## config.mk

```make
export PLATFORM = sky130hd
export DESIGN_NAME = bank_arbiter
export DESIGN_NICKNAME = d
export VERILOG_FILES = /design/src/amo_mem_bus_pkg.sv /design/src/amo_mem_op_pkg.sv /design/src/bank_arbiter.sv
export VERILOG_INCLUDE_DIRS = /design/src
export SDC_FILE = /design/constraint.sdc
export NUM_CORES = 1
export LEC_CHECK = 0
export ABC_AREA = 1
export BUFFER_PORTS_ARGS = -buffer_cell sky130_fd_sc_hd__clkbuf_2
export CORE_AREA = 2 2 124 126
export DETAILED_ROUTE_END_ITERATION = 16
export DIE_AREA = 0 0 126 128
export PLACE_DENSITY = 0.43
export SYNTH_ARGS = -nofsm -noshare
export SYNTH_HDL_FRONTEND = slang
export SYNTH_SLANG_ARGS = --single-unit
```

## constraint.sdc

```tcl
create_clock -name clk_i -period 1.7 [get_ports clk_i]
set_input_delay 0.085 -clock clk_i [delete_from_list [all_inputs] [get_ports clk_i]]
set_output_delay 0.085 -clock clk_i [all_outputs]
set_load 0.05 [all_outputs]
```

## src/amo_mem_settings.svh

```systemverilog
`ifndef AMO_MEM_SETTINGS_SVH
`define AMO_MEM_SETTINGS_SVH

// Width of the byte address on every port
`define AMO_ADDR_WIDTH 32

// Data word width, one bank word per access
`define AMO_DATA_WIDTH 32

// Number of words in the single SRAM bank
`define AMO_BANK_WORDS 256

// Peer requesters sharing the bank
`define AMO_NUM_PORTS 2

`endif

```

## src/amo_mem_bus_pkg.sv

```systemverilog
`include "amo_mem_settings.svh"

package amo_mem_bus_pkg;

    // Byte address as seen by the requesters
    typedef logic [`AMO_ADDR_WIDTH-1:0] addr_t;

    // One bank word
    typedef logic [`AMO_DATA_WIDTH-1:0] data_t;

    // One enable bit per data byte
    typedef logic [`AMO_DATA_WIDTH/8-1:0] be_t;

    // Index of a requesting port, at least one bit wide
    typedef logic [$clog2(`AMO_NUM_PORTS)-1:0] port_idx_t;

endpackage

```

## src/amo_mem_op_pkg.sv

```systemverilog
package amo_mem_op_pkg;

    // Atomic operation carried next to each request
    typedef enum logic [3:0] {
        AmoNone = 4'h0,
        AmoSwap = 4'h1,
        AmoAdd  = 4'h2,
        AmoAnd  = 4'h3,
        AmoOr   = 4'h4,
        AmoXor  = 4'h5,
        AmoMax  = 4'h6,
        AmoMaxu = 4'h7,
        AmoMin  = 4'h8,
        AmoMinu = 4'h9
    } amo_op_e;

    // True for any read-modify-write request
    function automatic logic is_amo(amo_op_e op);
        return op != AmoNone;
    endfunction

endpackage

```

## src/bank_arbiter.sv

```systemverilog
`timescale 1ns/1ps
`include "amo_mem_settings.svh"

module bank_arbiter (
    input  logic                                         clk_i,
    input  logic                                         rst_ni,
    // Requester side, one entry per port
    input  logic [`AMO_NUM_PORTS-1:0]                    req_i,
    output logic [`AMO_NUM_PORTS-1:0]                    gnt_o,
    input  amo_mem_op_pkg::amo_op_e [`AMO_NUM_PORTS-1:0] amo_i,
    input  logic [`AMO_NUM_PORTS-1:0]                    wen_i,
    input  amo_mem_bus_pkg::addr_t [`AMO_NUM_PORTS-1:0]  addr_i,
    input  amo_mem_bus_pkg::data_t [`AMO_NUM_PORTS-1:0]  wdata_i,
    input  amo_mem_bus_pkg::be_t [`AMO_NUM_PORTS-1:0]    be_i,
    output amo_mem_bus_pkg::data_t [`AMO_NUM_PORTS-1:0]  rdata_o,
    // Bank side
    output logic                                         bank_req_o,
    input  logic                                         bank_gnt_i,
    output amo_mem_bus_pkg::addr_t                       bank_addr_o,
    output amo_mem_op_pkg::amo_op_e                      bank_amo_o,
    output logic                                         bank_wen_o,
    output amo_mem_bus_pkg::data_t                       bank_wdata_o,
    output amo_mem_bus_pkg::be_t                         bank_be_o,
    input  amo_mem_bus_pkg::data_t                       bank_rdata_i
);

    amo_mem_bus_pkg::port_idx_t rr_q;
    amo_mem_bus_pkg::port_idx_t gnt_idx_q;
    amo_mem_bus_pkg::port_idx_t sel_idx;
    logic                       sel_valid;

    // ------------------------------------------------------------
    // Round-robin choice starting at the priority pointer
    // ------------------------------------------------------------
    always_comb begin
        sel_valid = 1'b0;
        sel_idx   = rr_q;
        for (int unsigned i = 0; i < `AMO_NUM_PORTS; i++) begin
            if (!sel_valid && req_i[(rr_q + i) % `AMO_NUM_PORTS]) begin
                sel_valid = 1'b1;
                sel_idx   = amo_mem_bus_pkg::port_idx_t'((rr_q + i) % `AMO_NUM_PORTS);
            end
        end
    end

    // Selected port's fields go to the bank
    assign bank_req_o   = sel_valid;
    assign bank_addr_o  = addr_i[sel_idx];
    assign bank_amo_o   = amo_i[sel_idx];
    assign bank_wen_o   = wen_i[sel_idx];
    assign bank_wdata_o = wdata_i[sel_idx];
    assign bank_be_o    = be_i[sel_idx];

    // Bank grant reaches only the chosen port
    always_comb begin
        gnt_o          = '0;
        gnt_o[sel_idx] = sel_valid & bank_gnt_i;
    end

    // Read data belongs to whoever was granted last cycle
    always_comb begin
        rdata_o            = '0;
        rdata_o[gnt_idx_q] = bank_rdata_i;
    end

    always_ff @(posedge clk_i or negedge rst_ni) begin
        if (!rst_ni) begin
            rr_q      <= '0;
            gnt_idx_q <= '0;
        end else if (sel_valid && bank_gnt_i) begin
            // Move priority past the winner
            rr_q      <= amo_mem_bus_pkg::port_idx_t'((sel_idx + 1) % `AMO_NUM_PORTS);
            gnt_idx_q <= sel_idx;
        end
    end

    // At most one port granted, and only one that is asking
    a_gnt_onehot: assert property (@(posedge clk_i) disable iff (!rst_ni)
        $onehot0(gnt_o) && ((gnt_o & ~req_i) == '0))
        else $error("bank_arbiter: grant is not one-hot or has no matching request");

endmodule

```

[Word level (Yosys, flattened, before mapping)]
Cells that the tools add are included.
Storage, ports and cells
  register bits: 2
  input bits: 183
  word-level logic and storage cells: 39
Cells by class
  $add $sub $neg: 2
  magnitude comparators: 6
  muxes and demuxes: 21
  bitwise gates (word level): 3
  reduce and logical (&&, ||, !) cells: 5
Operator list (count)
  $mux W32: 5
  $and A64 B64 Y64: 1
  $demux W32 S1: 1
  $mux W4: 4
  $mux W1: 10
  $lt A1 B2 Y1 const B: 4
  $logic_and A1 B1 Y1: 4
  $add A1 B1 Y1 const B: 2
  $and A2 B2 Y2: 1
  $ge A1 B1 Y1 const B: 2
  $and A1 B1 Y1: 1
  $demux W1 S1: 1
  $logic_not A1 Y1: 1

[Depth between registers and ports, before layout]
  depth in word-level cells: 11
  mapped depth: 6
  mapped depth without buffers: 5

[Least setup slack after synthesis]
Ideal clock, no wire load.
  path type: reg-to-output
  start: register rr_q
  end: output port gnt_o[0]
  arrival time: 1.379 ns
  data required time: 1.615 ns
  setup slack: 0.236 ns
  cell stages (with the launch flop): 5
  cell sequence: dfrtp_1 > nand2_1 > nand2_4 > buf_2 > nor2_1
Between the ends
  longest elaborated chain between the ends: 11
  elaborated cells on any way between the ends: 17
  those cells by class: add/sub (1); order compare (2); mux (9); bitwise (2); reduce/logical (3)
Ends and longest elaborated chain
  start: declaration: line bank_arbiter.sv:27  | amo_mem_bus_pkg::port_idx_t rr_q;
  start signal: assignment: line bank_arbiter.sv:72  | rr_q <= amo_mem_bus_pkg::port_idx_t'((sel_idx + 1) % `AMO_NUM_PORTS);
  $mux W1 (3 in a row): line bank_arbiter.sv:39  | if (!sel_valid && req_i[(rr_q + i) % `AMO_NUM_PORTS]) begin
  $logic_not A1 Y1: line bank_arbiter.sv:39
  $logic_and A1 B1 Y1: line bank_arbiter.sv:39
  $mux W1: line bank_arbiter.sv:39
  $lt A1 B2 Y1 (implied by the code) or $ge A1 B1 Y1 (tied branches): line bank_arbiter.sv:57  | gnt_o[sel_idx] = sel_valid & bank_gnt_i;
  $logic_and A1 B1 Y1 (implied by the code): line bank_arbiter.sv:57
  $mux W1 (implied by the code): line bank_arbiter.sv:57
  $demux W1 S1: line bank_arbiter.sv:57
  $and A2 B2 Y2 (no source line) (*)
  end: declaration: line bank_arbiter.sv:9  | output logic [`AMO_NUM_PORTS-1:0] gnt_o,
Every way passes the cells marked *; elsewhere a longest branch is shown, timed or not. The select of a mux whose other input is x is not followed.

[Final worst setup path]
  start: register rr_q
  end: output port bank_wdata_o[8]
Between the ends
  longest elaborated chain between the ends: 8
  elaborated cells on any way between the ends: 11
  those cells by class: add/sub (1); mux (8); reduce/logical (2)
Ends and longest elaborated chain
  $mux W1 (3 in a row): line bank_arbiter.sv:39
  $logic_not A1 Y1: line bank_arbiter.sv:39
  $logic_and A1 B1 Y1: line bank_arbiter.sv:39
  $mux W1 (*): line bank_arbiter.sv:39
  $mux W32 (implied by the code) (*) (2 in a row): line bank_arbiter.sv:51  | assign bank_wdata_o = wdata_i[sel_idx];
  end: declaration: line bank_arbiter.sv:22  | output amo_mem_bus_pkg::data_t bank_wdata_o,
Marks and branches as above.

==> metrics.cfg <==
[power]
p_leak_nw=2.82
p_int_mw=1.11
power_density_mw_per_mm2=845
total_power_mw=3.22
vdd_drop_max_mv=0.243
combPwrFrac=0.864
pwr-share-seq=0.019
sw_frac_of_total=0.656
p_switching_mw=2.11
p_clk_frac=0.116

[timing]
fin_skew_ps=3.22
setup_tns_ps=0
rsz0062_at_grt=yes
fin_crit_sh=0.952
hold_viol_final=0
fin_crit_ps=1620
tightest_slew_ps=317
final-setup-viol-count=0
drv_slew=0
max_freq_ghz=0.618
relSlewSlack=0.789

[global_routing]
grt_use_total=0.102
grt.overflow.total=0
grt_antenna_before_repair=0
grt_pass1_wl_microns=13700
grt_max_degree=48
grt_pass1_vias=2812

[floorplan]
io_pins=323
rows=45
dieArea_sq_mm=0.0161
die_h_microns=128
core_sq_mm=0.0149
initial_core_util=0.118
die_w_microns=126

[worst_setup_path]
reg2reg_slack_ps=620
path_max_fanout=21
start_kind=flop
critPathKind=reg -> out
critical_path_required_ps=1620
reg2reg_from=rr_q
cp_data_arrival_time_ps=1530
worst_r2r_path_depth=5
end_kind=primary output
setup.worst_path.start=rr_q
r2r_end=gnt_idx_q

[place]
io_buffers=322
place_hpwl_microns=7890
place.gp.congestion=0.740
placed_cell_area_sq_mm=0.00367

[detailed_routing]
ant_nets=0
via_per_inst=3.78
wl_per_cell_microns=10.9
vias=3369
first_pass_iters=4
route.detailed.drc=0
drt-total-wl_microns=9690
drt_iter0_markers=140

[finish]
syn_to_final_growth_pct=117
final_nets=888
fillCellCount=1724
n_antenna_cell=0
mostFrequentLayoutCells=276 x clkbuf_2, 184 x nand2_1, 74 x nand3_1
drive_above_1_share=0.483
final_area_sq_mm=0.00380
layout.cells.most_common=clkbuf_2

[hold_path]
hold_path_class=in -> reg
whs_endpoint=gnt_idx_q
worstHoldStart=bank_gnt_i
min_path_cells=4

[yosys]
post_synth_inst_count=398
synth_area_sq_mm=0.00175
synth.avg_cell_area_sq_um=4.39
yosysTopAreaCell=nand2_1
synth.distinct_cells=13
synthTopCellsByArea=nand2_1 39%, nand3_1 21%, inv_1 14%
ys_warn_count=0
yosysTopAreaCellShare=0.395
ys_ff_latch=2
ys_seq_area_frac=0.0286
synth_nets=581

[cts]
clkLatencyLatePin_ps=230
clock_path_buffers=2
clock_sinks=2
cts_buffers=3
h-tree-depth=1
cts_tree=built
cts_root_buffer=clkbuf_16
path_clk_slew_ps=30
cts_setup_buffers=0

[flow_run]
drv_cap=0

[status]
outcome=complete, no violations

[worst max path at each step]
stage,endpoint,slack [ps],cells past startpoint
final,bank_wdata_o[8],80,7
after global routing,bank_wdata_o[29],-10,7
after CTS,bank_addr_o[16],30,7
after detailed placement,bank_addr_o[16],280,7
after global placement,bank_wdata_o[13],260,6
after floorplan,gnt_o[0],240,4
[repair_timing]
| item | 4_1_cts | 5_1_grt |
|---|---|---|
| hold buffers | 1 | 0 |
| hold endpoints to repair | 2 | 0 |
| gates resized for setup | 0 | 44 |
| setup endpoints to repair | 0 | 66 |
[power by group through the flow]
stage	logic (mW)	clock network [mW]	registers, mW
2_1_floorplan	1.97	0	0.0588
3_3_place_gp	2.78	0	0.0628
3_5_place_dp	2.77	0	0.0635
4_1_cts	2.77	0.382	0.0630
5_1_grt	2.94	0.393	0.0644
6_report	2.78	0.374	0.0625
[through the flow]
stage | util | std cells | worst slack [ps] | hold slack [ps]
after global placement | 0.247 | 886 | 260 | -122
after detailed placement | 0.247 | 886 | 276 | -122
after global routing | 0.256 | 892 | -13.1 | 184
final | 0.256 | 892 | 81.6 | 150
after floorplan | - | 398 | 236 | -211
after CTS | 0.253 | 891 | 33.1 | 155
[worst max-delay path, stage by stage (launching register included)]
cell,delay (ps)
dfrtp_1,390
nand2_1,120
nand2_4,90
nand2_4,120
clkbuf_16,200
nand2_1,70
nand2_1,50
clkbuf_2,260
[sequential cells by signal (all words and copies together), names as in the netlist]
register   flops
rr_q           1
gnt_idx_q      1
[area by class of cell]
| cell class | instances | area [sq um] | share of cell area |
|---|---|---|---|
| clock buffer | 4 | 78.8 | 0.0207 |
| inverter | 69 | 259 | 0.0681 |
| multi-input combinational | 297 | 1230 | 0.322 |
| sequential | 2 | 51.3 | 0.0135 |
| tap | 188 | 235 | 0.0618 |
| timing repair buffer | 332 | 1950 | 0.513 |
[cells in the mapped netlist, drive strengths merged]
master / number
nand2: 187
nor2: 35
inv: 69
clkbuf: 1
o21ai: 1
dfrtp: 2
nand3: 74
buf: 29
[per-layer routing]
layer | share of wire | global-route usage
met1 | 0.38 | 0.117
met2 | 0.53 | 0.201
met3 | 0.077 | 0.0121
met4 | 0.0085 | 0.0252
met5 | 0 | 0
[cell families after synthesis]
| group | count (synthesis) | synth area share |
|---|---|---|
| flip-flops | 2 | 0.0286 |
| buffers and inverters | 99 | 0.270 |
| AND/OR/NAND/NOR | 296 | 0.698 |
| AO/OA/AOI/OAI | 1 | 0.00286 |
Power figures use the tool's default switching activity.
