`config.mk`:
```
export PLATFORM = sky130hd
export DESIGN_NAME = amo_shim
export DESIGN_NICKNAME = d
export VERILOG_FILES = /design/src/amo_mem_bus_pkg.sv /design/src/amo_mem_op_pkg.sv /design/src/amo_shim.sv
export VERILOG_INCLUDE_DIRS = /design/src
export SDC_FILE = /design/constraint.sdc
export NUM_CORES = 1
export LEC_CHECK = 0
export ABC_AREA = 1
export BUFFER_PORTS_ARGS = -buffer_cell sky130_fd_sc_hd__buf_2
export CORE_UTILIZATION = 40
export CTS_BUF_LIST = sky130_fd_sc_hd__clkbuf_16
export DETAILED_ROUTE_END_ITERATION = 16
export PLACE_DENSITY = 0.67
export SKIP_CTS_REPAIR_TIMING = 1
export SYNTH_ARGS = -nofsm -noshare
export SYNTH_HDL_FRONTEND = slang
export SYNTH_SLANG_ARGS = --single-unit
```
`constraint.sdc`:
```
create_clock -name clk_i -period 5.25 [get_ports clk_i]
set_input_delay 1.05 -clock clk_i [delete_from_list [all_inputs] [get_ports clk_i]]
set_output_delay 1.05 -clock clk_i [all_outputs]
set_load 0.1 [all_outputs]
```
`src/amo_mem_settings.svh`:
```
`ifndef AMO_MEM_SETTINGS_SVH
`define AMO_MEM_SETTINGS_SVH

// Width of the byte address on every port
`define AMO_ADDR_WIDTH 32

// Data word width, one bank word per access
`define AMO_DATA_WIDTH 32

// Number of words in the single SRAM bank
`define AMO_BANK_WORDS 256

// Peer requesters sharing the bank
`define AMO_NUM_PORTS 2

`endif

```
`src/amo_mem_bus_pkg.sv`:
```
`include "amo_mem_settings.svh"

package amo_mem_bus_pkg;

    // Byte address as seen by the requesters
    typedef logic [`AMO_ADDR_WIDTH-1:0] addr_t;

    // One bank word
    typedef logic [`AMO_DATA_WIDTH-1:0] data_t;

    // One enable bit per data byte
    typedef logic [`AMO_DATA_WIDTH/8-1:0] be_t;

    // Index of a requesting port, at least one bit wide
    typedef logic [$clog2(`AMO_NUM_PORTS)-1:0] port_idx_t;

endpackage

```
`src/amo_mem_op_pkg.sv`:
```
package amo_mem_op_pkg;

    // Atomic operation carried next to each request
    typedef enum logic [3:0] {
        AmoNone = 4'h0,
        AmoSwap = 4'h1,
        AmoAdd  = 4'h2,
        AmoAnd  = 4'h3,
        AmoOr   = 4'h4,
        AmoXor  = 4'h5,
        AmoMax  = 4'h6,
        AmoMaxu = 4'h7,
        AmoMin  = 4'h8,
        AmoMinu = 4'h9
    } amo_op_e;

    // True for any read-modify-write request
    function automatic logic is_amo(amo_op_e op);
        return op != AmoNone;
    endfunction

endpackage

```
`src/amo_shim.sv`:
```
`timescale 1ns/1ps
`include "amo_mem_settings.svh"

module amo_shim (
    input  logic                    clk_i,
    input  logic                    rst_ni,
    // From the arbiter
    input  logic                    in_req_i,
    output logic                    in_gnt_o,
    input  amo_mem_bus_pkg::addr_t  in_addr_i,
    input  amo_mem_op_pkg::amo_op_e in_amo_i,
    input  logic                    in_wen_i,
    input  amo_mem_bus_pkg::data_t  in_wdata_i,
    input  amo_mem_bus_pkg::be_t    in_be_i,
    output amo_mem_bus_pkg::data_t  in_rdata_o,
    // To the SRAM
    output logic                    out_req_o,
    output amo_mem_bus_pkg::addr_t  out_addr_o,
    output logic                    out_wen_o,
    output amo_mem_bus_pkg::data_t  out_wdata_o,
    output amo_mem_bus_pkg::be_t    out_be_o,
    input  amo_mem_bus_pkg::data_t  out_rdata_i
);

    typedef enum logic {
        Idle,
        DoAMO
    } state_e;

    state_e state_q;
    state_e state_d;
    logic   load_amo;

    // Captured when an atomic is accepted
    amo_mem_op_pkg::amo_op_e amo_op_q;
    amo_mem_bus_pkg::addr_t  addr_q;
    amo_mem_bus_pkg::be_t    be_q;
    amo_mem_bus_pkg::data_t  operand_b_q;

    amo_mem_bus_pkg::data_t  amo_result;
    logic                    cmp_signed;
    logic                    do_sub;
    logic [`AMO_DATA_WIDTH:0] adder_a;
    logic [`AMO_DATA_WIDTH:0] adder_b;
    logic [`AMO_DATA_WIDTH:0] adder_sum;
    logic                    a_lt_b;

    // ------------------------------------------------------------
    // Request path and sequencing
    // ------------------------------------------------------------
    always_comb begin
        out_req_o   = in_req_i;
        in_gnt_o    = in_req_i;
        out_addr_o  = in_addr_i;
        out_wen_o   = in_wen_i;
        out_wdata_o = in_wdata_i;
        out_be_o    = in_be_i;
        load_amo    = 1'b0;
        state_d     = Idle;

        case (state_q)
            Idle: begin
                if (in_req_i && amo_mem_op_pkg::is_amo(in_amo_i)) begin
                    // First half of an atomic reads the old word
                    load_amo  = 1'b1;
                    out_wen_o = 1'b0;
                    state_d   = DoAMO;
                end
            end
            DoAMO: begin
                // Bank is ours this cycle, commit the result
                in_gnt_o    = 1'b0;
                out_req_o   = 1'b1;
                out_addr_o  = addr_q;
                out_wen_o   = |be_q;
                out_wdata_o = amo_result;
                out_be_o    = be_q;
            end
            default: begin
                in_gnt_o  = 1'b0;
                out_req_o = 1'b0;
            end
        endcase
    end

    // Old word comes back from the read in either state
    assign in_rdata_o = out_rdata_i;

    always_ff @(posedge clk_i or negedge rst_ni) begin
        if (!rst_ni) begin
            state_q <= Idle;
        end else begin
            state_q <= state_d;
        end
    end

    always_ff @(posedge clk_i) begin
        if (load_amo) begin
            amo_op_q    <= in_amo_i;
            addr_q      <= in_addr_i;
            be_q        <= in_be_i;
            operand_b_q <= in_wdata_i;
        end
    end

    // ------------------------------------------------------------
    // AMO ALU with one shared adder
    // ------------------------------------------------------------
    always_comb begin
        cmp_signed = (amo_op_q == amo_mem_op_pkg::AmoMax)
                  || (amo_op_q == amo_mem_op_pkg::AmoMin);
        do_sub     = cmp_signed
                  || (amo_op_q == amo_mem_op_pkg::AmoMaxu)
                  || (amo_op_q == amo_mem_op_pkg::AmoMinu);
        // Extra top bit holds the sign or a zero
        adder_a = {cmp_signed & out_rdata_i[`AMO_DATA_WIDTH-1], out_rdata_i};
        adder_b = {cmp_signed & operand_b_q[`AMO_DATA_WIDTH-1], operand_b_q};
        if (do_sub) begin
            adder_b = ~adder_b;
        end
    end

    assign adder_sum = adder_a + adder_b + {{`AMO_DATA_WIDTH{1'b0}}, do_sub};
    // Sign of old word minus operand
    assign a_lt_b    = adder_sum[`AMO_DATA_WIDTH];

    always_comb begin
        case (amo_op_q)
            amo_mem_op_pkg::AmoSwap: amo_result = operand_b_q;
            amo_mem_op_pkg::AmoAdd:  amo_result = adder_sum[`AMO_DATA_WIDTH-1:0];
            amo_mem_op_pkg::AmoAnd:  amo_result = out_rdata_i & operand_b_q;
            amo_mem_op_pkg::AmoOr:   amo_result = out_rdata_i | operand_b_q;
            amo_mem_op_pkg::AmoXor:  amo_result = out_rdata_i ^ operand_b_q;
            amo_mem_op_pkg::AmoMax,
            amo_mem_op_pkg::AmoMaxu: amo_result = a_lt_b ? operand_b_q : out_rdata_i;
            amo_mem_op_pkg::AmoMin,
            amo_mem_op_pkg::AmoMinu: amo_result = a_lt_b ? out_rdata_i : operand_b_q;
            default:                 amo_result = out_rdata_i;
        endcase
    end

    // Accepted atomic blocks the next grant and writes back
    a_amo_holds_bank: assert property (@(posedge clk_i) disable iff (!rst_ni)
        load_amo |=> (state_q == DoAMO) && !in_gnt_o && out_req_o)
        else $error("amo_shim: atomic did not claim the bank in the following cycle");

    a_amo_one_cycle: assert property (@(posedge clk_i) disable iff (!rst_ni)
        (state_q == DoAMO) |=> (state_q == Idle))
        else $error("amo_shim: write-back phase lasted more than one cycle");

endmodule

```
Yosys cells after proc, flatten, opt, wreduce, memory -nomap -nowiden. Cells that the tools add are included.

Bits in registers: 73. Logic and storage cells: 44. Input bits: 108.

Multiplexer cells: 13. Add/sub/neg operators: 2. Reduce and logical (&&, ||, !) cells: 8. Bitwise logic cells: 7. Eq/ne operators: 9.

Operator list (number): $pmux W32 S7 (1); $mux W32 (4); $add A33 B1 Y33 (1); $add A33 B33 Y33 (1); $mux W33 (1); $not A33 Y33 (1); $and A32 B32 Y32 (1); $or A32 B32 Y32 (1); $xor A32 B32 Y32 (1); $eq A4 B3 Y1 const B (4); $eq A4 B2 Y1 const B (2); $eq A4 B4 Y1 const B (2); $mux W1 (5); $eq A4 B1 Y1 const B (1); $mux W4 (1); $reduce_bool A4 Y1 (1); $reduce_or A2 Y1 (2); $reduce_or A4 Y1 (1); $logic_or A1 B1 Y1 (3); $and A1 B1 Y1 (2); $pmux W1 S2 (1); $logic_and A1 B1 Y1 (1); $not A1 Y1 (1).

Logic depth before layout (Yosys ltp).
Depth in word-level cells: 10. Gate-level depth with buffers: 24.

Least setup slack after synthesis. OpenSTA, ideal clock, no wires.

Path kind: input to output. Start: input out_rdata_i[0]. End: output out_wdata_o[31]. Slack: -27 ps. Arrival time: 4227 ps. Stages: 22. Path through: inv_1 -> nand2_1 -> and2_1 -> inv_1 -> fa_1 -> inv_1 -> nand3_1 -> nand2_1 -> nand2_1 -> nand2_1 -> nand2_1 -> nand2_4 -> nand2_4 -> nand2_4 -> nand2_2 -> nand2_2 -> nand2_4 -> nand2_2 -> nand2_1 -> nand3_1 -> nor2_1 -> nor2_1.

Longest elaborated chain between the ends: 5.

Ends and longest elaborated chain: from (decl) (line amo_shim.sv:22) `input amo_mem_bus_pkg::data_t out_rdata_i`; $add A33 B33 Y33 * (line amo_shim.sv:123) `` assign adder_sum = adder_a + adder_b + {{`AMO_DATA_WIDTH{1'b0}}, do_sub}; ``; $add A33 B1 Y33 * (line amo_shim.sv:123); $mux W32, on equally long branches (line amo_shim.sv:137, amo_shim.sv:135); $pmux W32 S7 * (line amo_shim.sv:128) `case (amo_op_q)`; $mux W32 * (line amo_shim.sv:61) `case (state_q)`; to (decl) (line amo_shim.sv:20) `output amo_mem_bus_pkg::data_t out_wdata_o,`.

Every way passes the cells marked *; elsewhere a longest branch is shown, timed or not.

Final worst setup path.
Start: register amo_op_q[1]. End: output out_wdata_o[23].

Longest elaborated chain between the ends: 10.

Ends and longest elaborated chain: from (decl) (line amo_shim.sv:35) `amo_mem_op_pkg::amo_op_e amo_op_q;`; from (signal assigned) (line amo_shim.sv:99) `amo_op_q <= in_amo_i;`; $eq A4 B3 Y1 or $eq A4 B4 Y1 (tied branches) (line amo_shim.sv:110, amo_shim.sv:128, amo_shim.sv:111); $logic_or A1 B1 Y1 (line amo_shim.sv:111) `|| (amo_op_q == amo_mem_op_pkg::AmoMin);`; $and A1 B1 Y1 or $logic_or A1 B1 Y1 (tied branches) (line amo_shim.sv:117, amo_shim.sv:113); $not A33 Y33 or $logic_or A1 B1 Y1 (tied branches) (line amo_shim.sv:119, amo_shim.sv:114); $mux W33 (line amo_shim.sv:118) `if (do_sub) begin`; $add A33 B33 Y33 (line amo_shim.sv:123); $add A33 B1 Y33 (line amo_shim.sv:123); $mux W32, on equally long branches (line amo_shim.sv:137, amo_shim.sv:135); $pmux W32 S7 * (line amo_shim.sv:128); $mux W32 * (line amo_shim.sv:61).

Marks and branches as above.

==> metrics.txt <==
status=finished clean; routed vias=8,762; nets=1,643; setup_tns=0 ps; PD cells=287.7 mW/mm2; synthesized area=0.008578 mm2; register bit total from synthesis=73; drt drc=0; DR iter-0 viols=511; CTS tree=done; Max-Cap Viols=0; setup violators final=0; RSZ-0062 raised after global routing=false; DR WL/cell=15.52 um; Int Power=0.001525 W; CP Max Fanout=32; Sw Share=49.84%; Syn Area/Cell=6.749 um2; Max Slew Vio Count=0; Startpoint Class=register; num ports=211; WP data arrival=3880 ps; Avg Vias per Cell=5.100; Switch Pwr=0.001516 W; largest family of logic cells by synthesized area=simple AND/OR/NAND/NOR gates; row count=53; final antenna-violating net count=0; global-route wire length before repair=42,590 um; Final Cycle Share=93.87%; reg2reg start=state_q; Least-Margin Pin Slew=1170 ps; Logic pwr share=54.3%; total track usage=24.54%; Area Growth Syn to Fin=23.22%; initial antenna violation count=0; Worst VDD drop=0.2162 mV; minimum clock period=4928 ps; total wire length=26,670 um; Pleak=5.453 nW; router iterations before antenna repair=5; layout cells sized above 1=20.93%; clock latency on the worst-skew pair=360 ps; endpoint type of the worst setup path=output pin; CTS max path bufs=2; EDFF count, synth=72; Num CTS Buffers=9; Fin. Hold Viols=0; clock-pin slew on the worst setup and hold paths=60 ps; number of global-route vias before repair=8,290; XOR/XNOR Fraction of Synth Area=3.471%; Seq pwr share=23.4%; Total Power=0.003041 W; async set-reset flop share out of synthesis=1.370%; core area=0.02102 mm2; port buffer count=210; Synth cell types=46; Clock Tree Root=clkbuf_16; die area=0.02204 mm2; Worst Setup SP=amo_op_q[1]; post-synthesis mux area share=0%; Clk pwr share=22.4%; clock sink total=73; Synth Area in Simple Gates=34.31%; Die Y=148.4 um; Worst EP required=4200 ps; Syn Nets=1,476; Synth Flop Type=edfxtp_1; Worst Hold Class=input port to async pin; Post-Synth Adder-Cell Area=14.24%; Post-DP HPWL=21,030 um; Synth Area in Compound Gates=11.36%; fmax=0.2029 GHz; largest net degree at the start of global routing=75; Setup CP Type=register to output pin; Worst slew margin=21.91%; sequential area share after synthesis=25.50%; die width=148.4 um; cell count after synthesis=1,271; Initial Util=40.81%; post-route clock skew=13.84 ps; Register-to-Register Path Depth=3; yosys warns=0; htree depth=3; GRT overflow=0; Antenna Cells=0; GPL Wtd Cong=0.9408
==> layout make-up <==
type / instances / area [um2]
multi-input combinational: 982 / 5498
clock inverter: 7 / 85.08
sequential: 73 / 2188
fill: 2084 / 10450
inverter: 148 / 555.5
clock buffer: 9 / 225.2
tap: 275 / 344.1
timing repair buffer: 224 / 1674
==> critical path: stages, from the launching register on <==
cell,delay (ps)
edfxtp_1,430
inv_2,130
nand3_1,140
nand2_1,140
buf_12,250
xor2_1,250
ha_1,330
nand2_1,120
inv_1,70
a21oi_1,140
nand2_1,120
nand2_1,120
nand2_4,90
nand2_4,90
nand3_2,120
nand2_4,150
nand2_4,80
nand3_4,180
nand2_1,70
nand2_1,60
nor2_1,70
nor2_2,150
buf_12,200
==> per-layer routing <==
layer / global-route usage, % / wire length (um) / vias to the layer above
met1: 32.48 / 12330 / 4020
met3: 4.877 / 1706 / 22
met2: 40.91 / 12300 / 283
met4: 5.670 / 333 / 0
li1: - / - / 4437
met5: 0 / 0 / -
==> state kept, by name (all words and copies together), names as in the netlist <==
name / count
addr_q: 32
amo_op_q: 4
operand_b_q: 32
state_q: 1
be_q: 4
==> power groups by stage <==
stage / combinational (W) / sequential, W / clock, W
after floorplan: 0.00120 / 0.000719 / 0
after global placement: 0.00164 / 0.000722 / 0
after detailed placement: 0.00165 / 0.000723 / 0
after CTS: 0.00165 / 0.000710 / 0.000691
after global routing: 0.00177 / 0.000715 / 0.000707
final: 0.00165 / 0.000711 / 0.000680
==> metrics by stage <==
| stage | utilization (%) | instances | instance area [um2] | hold slack (ps) | worst slack (ps) |
|---|---|---|---|---|---|
| final | 50.28 | 1718 | 10570 | 464.7 | 321.9 |
| after global routing | 50.28 | 1718 | 10570 | 456.8 | 41.04 |
| after CTS | 50.28 | 1718 | 10570 | 458.2 | 325.2 |
| after detailed placement | 48.81 | 1702 | 10260 | 826.7 | 378.9 |
| after global placement | 48.81 | 1702 | 10260 | 826.1 | 477.8 |
| after floorplan | - | 1271 | 8621 | 754.4 | 448.3 |
==> kinds of logic (layout without fill, tap and decap cells) <==
kind of cell    after synthesis  in the layout
buf+inv                     216            388
flops                        73             73
xor+xnor                     34             34
simple gates                694            694
fa+ha+maj                    97             97
compound gates              157            157
==> cells in the mapped netlist (8+ instances only) <==
master,count,area [um2]
nand2_4,9,101.4
o21ai_0,31,155.2
edfxtp_1,72,2162
inv_1,143,536.8
clkbuf_1,23,86.33
nand3_1,82,410.4
buf_1,8,30.03
nand3b_1,10,75.07
buf_4,34,255.2
nor2_1,148,555.5
ha_1,96,1201
xor2_1,32,280.3
a221oi_1,14,122.6
nand2_1,408,1531
a21oi_1,63,315.3
==> layout by cell type (no fill, tap or decap), types with 18 or more instances in the layout <==
cell type	n
nand2_1	408
buf_2	178
inv_1	142
nor2_1	130
ha_1	96
nand3_1	82
edfxtp_1	72
a21oi_1	63
buf_12	35
xor2_1	32
o21ai_0	31
nor2_2	18
==> final timing paths <==
kind                              endpoint  slack [ps]
max reg2reg                     addr_q[10]        3080
min reg2reg                operand_b_q[16]        1410
min in group clk_i          operand_b_q[3]         880
max in group asynchronous          state_q        4690
max                        out_wdata_o[23]         320
min                                state_q         460
(Power assumes the default switching activity.)
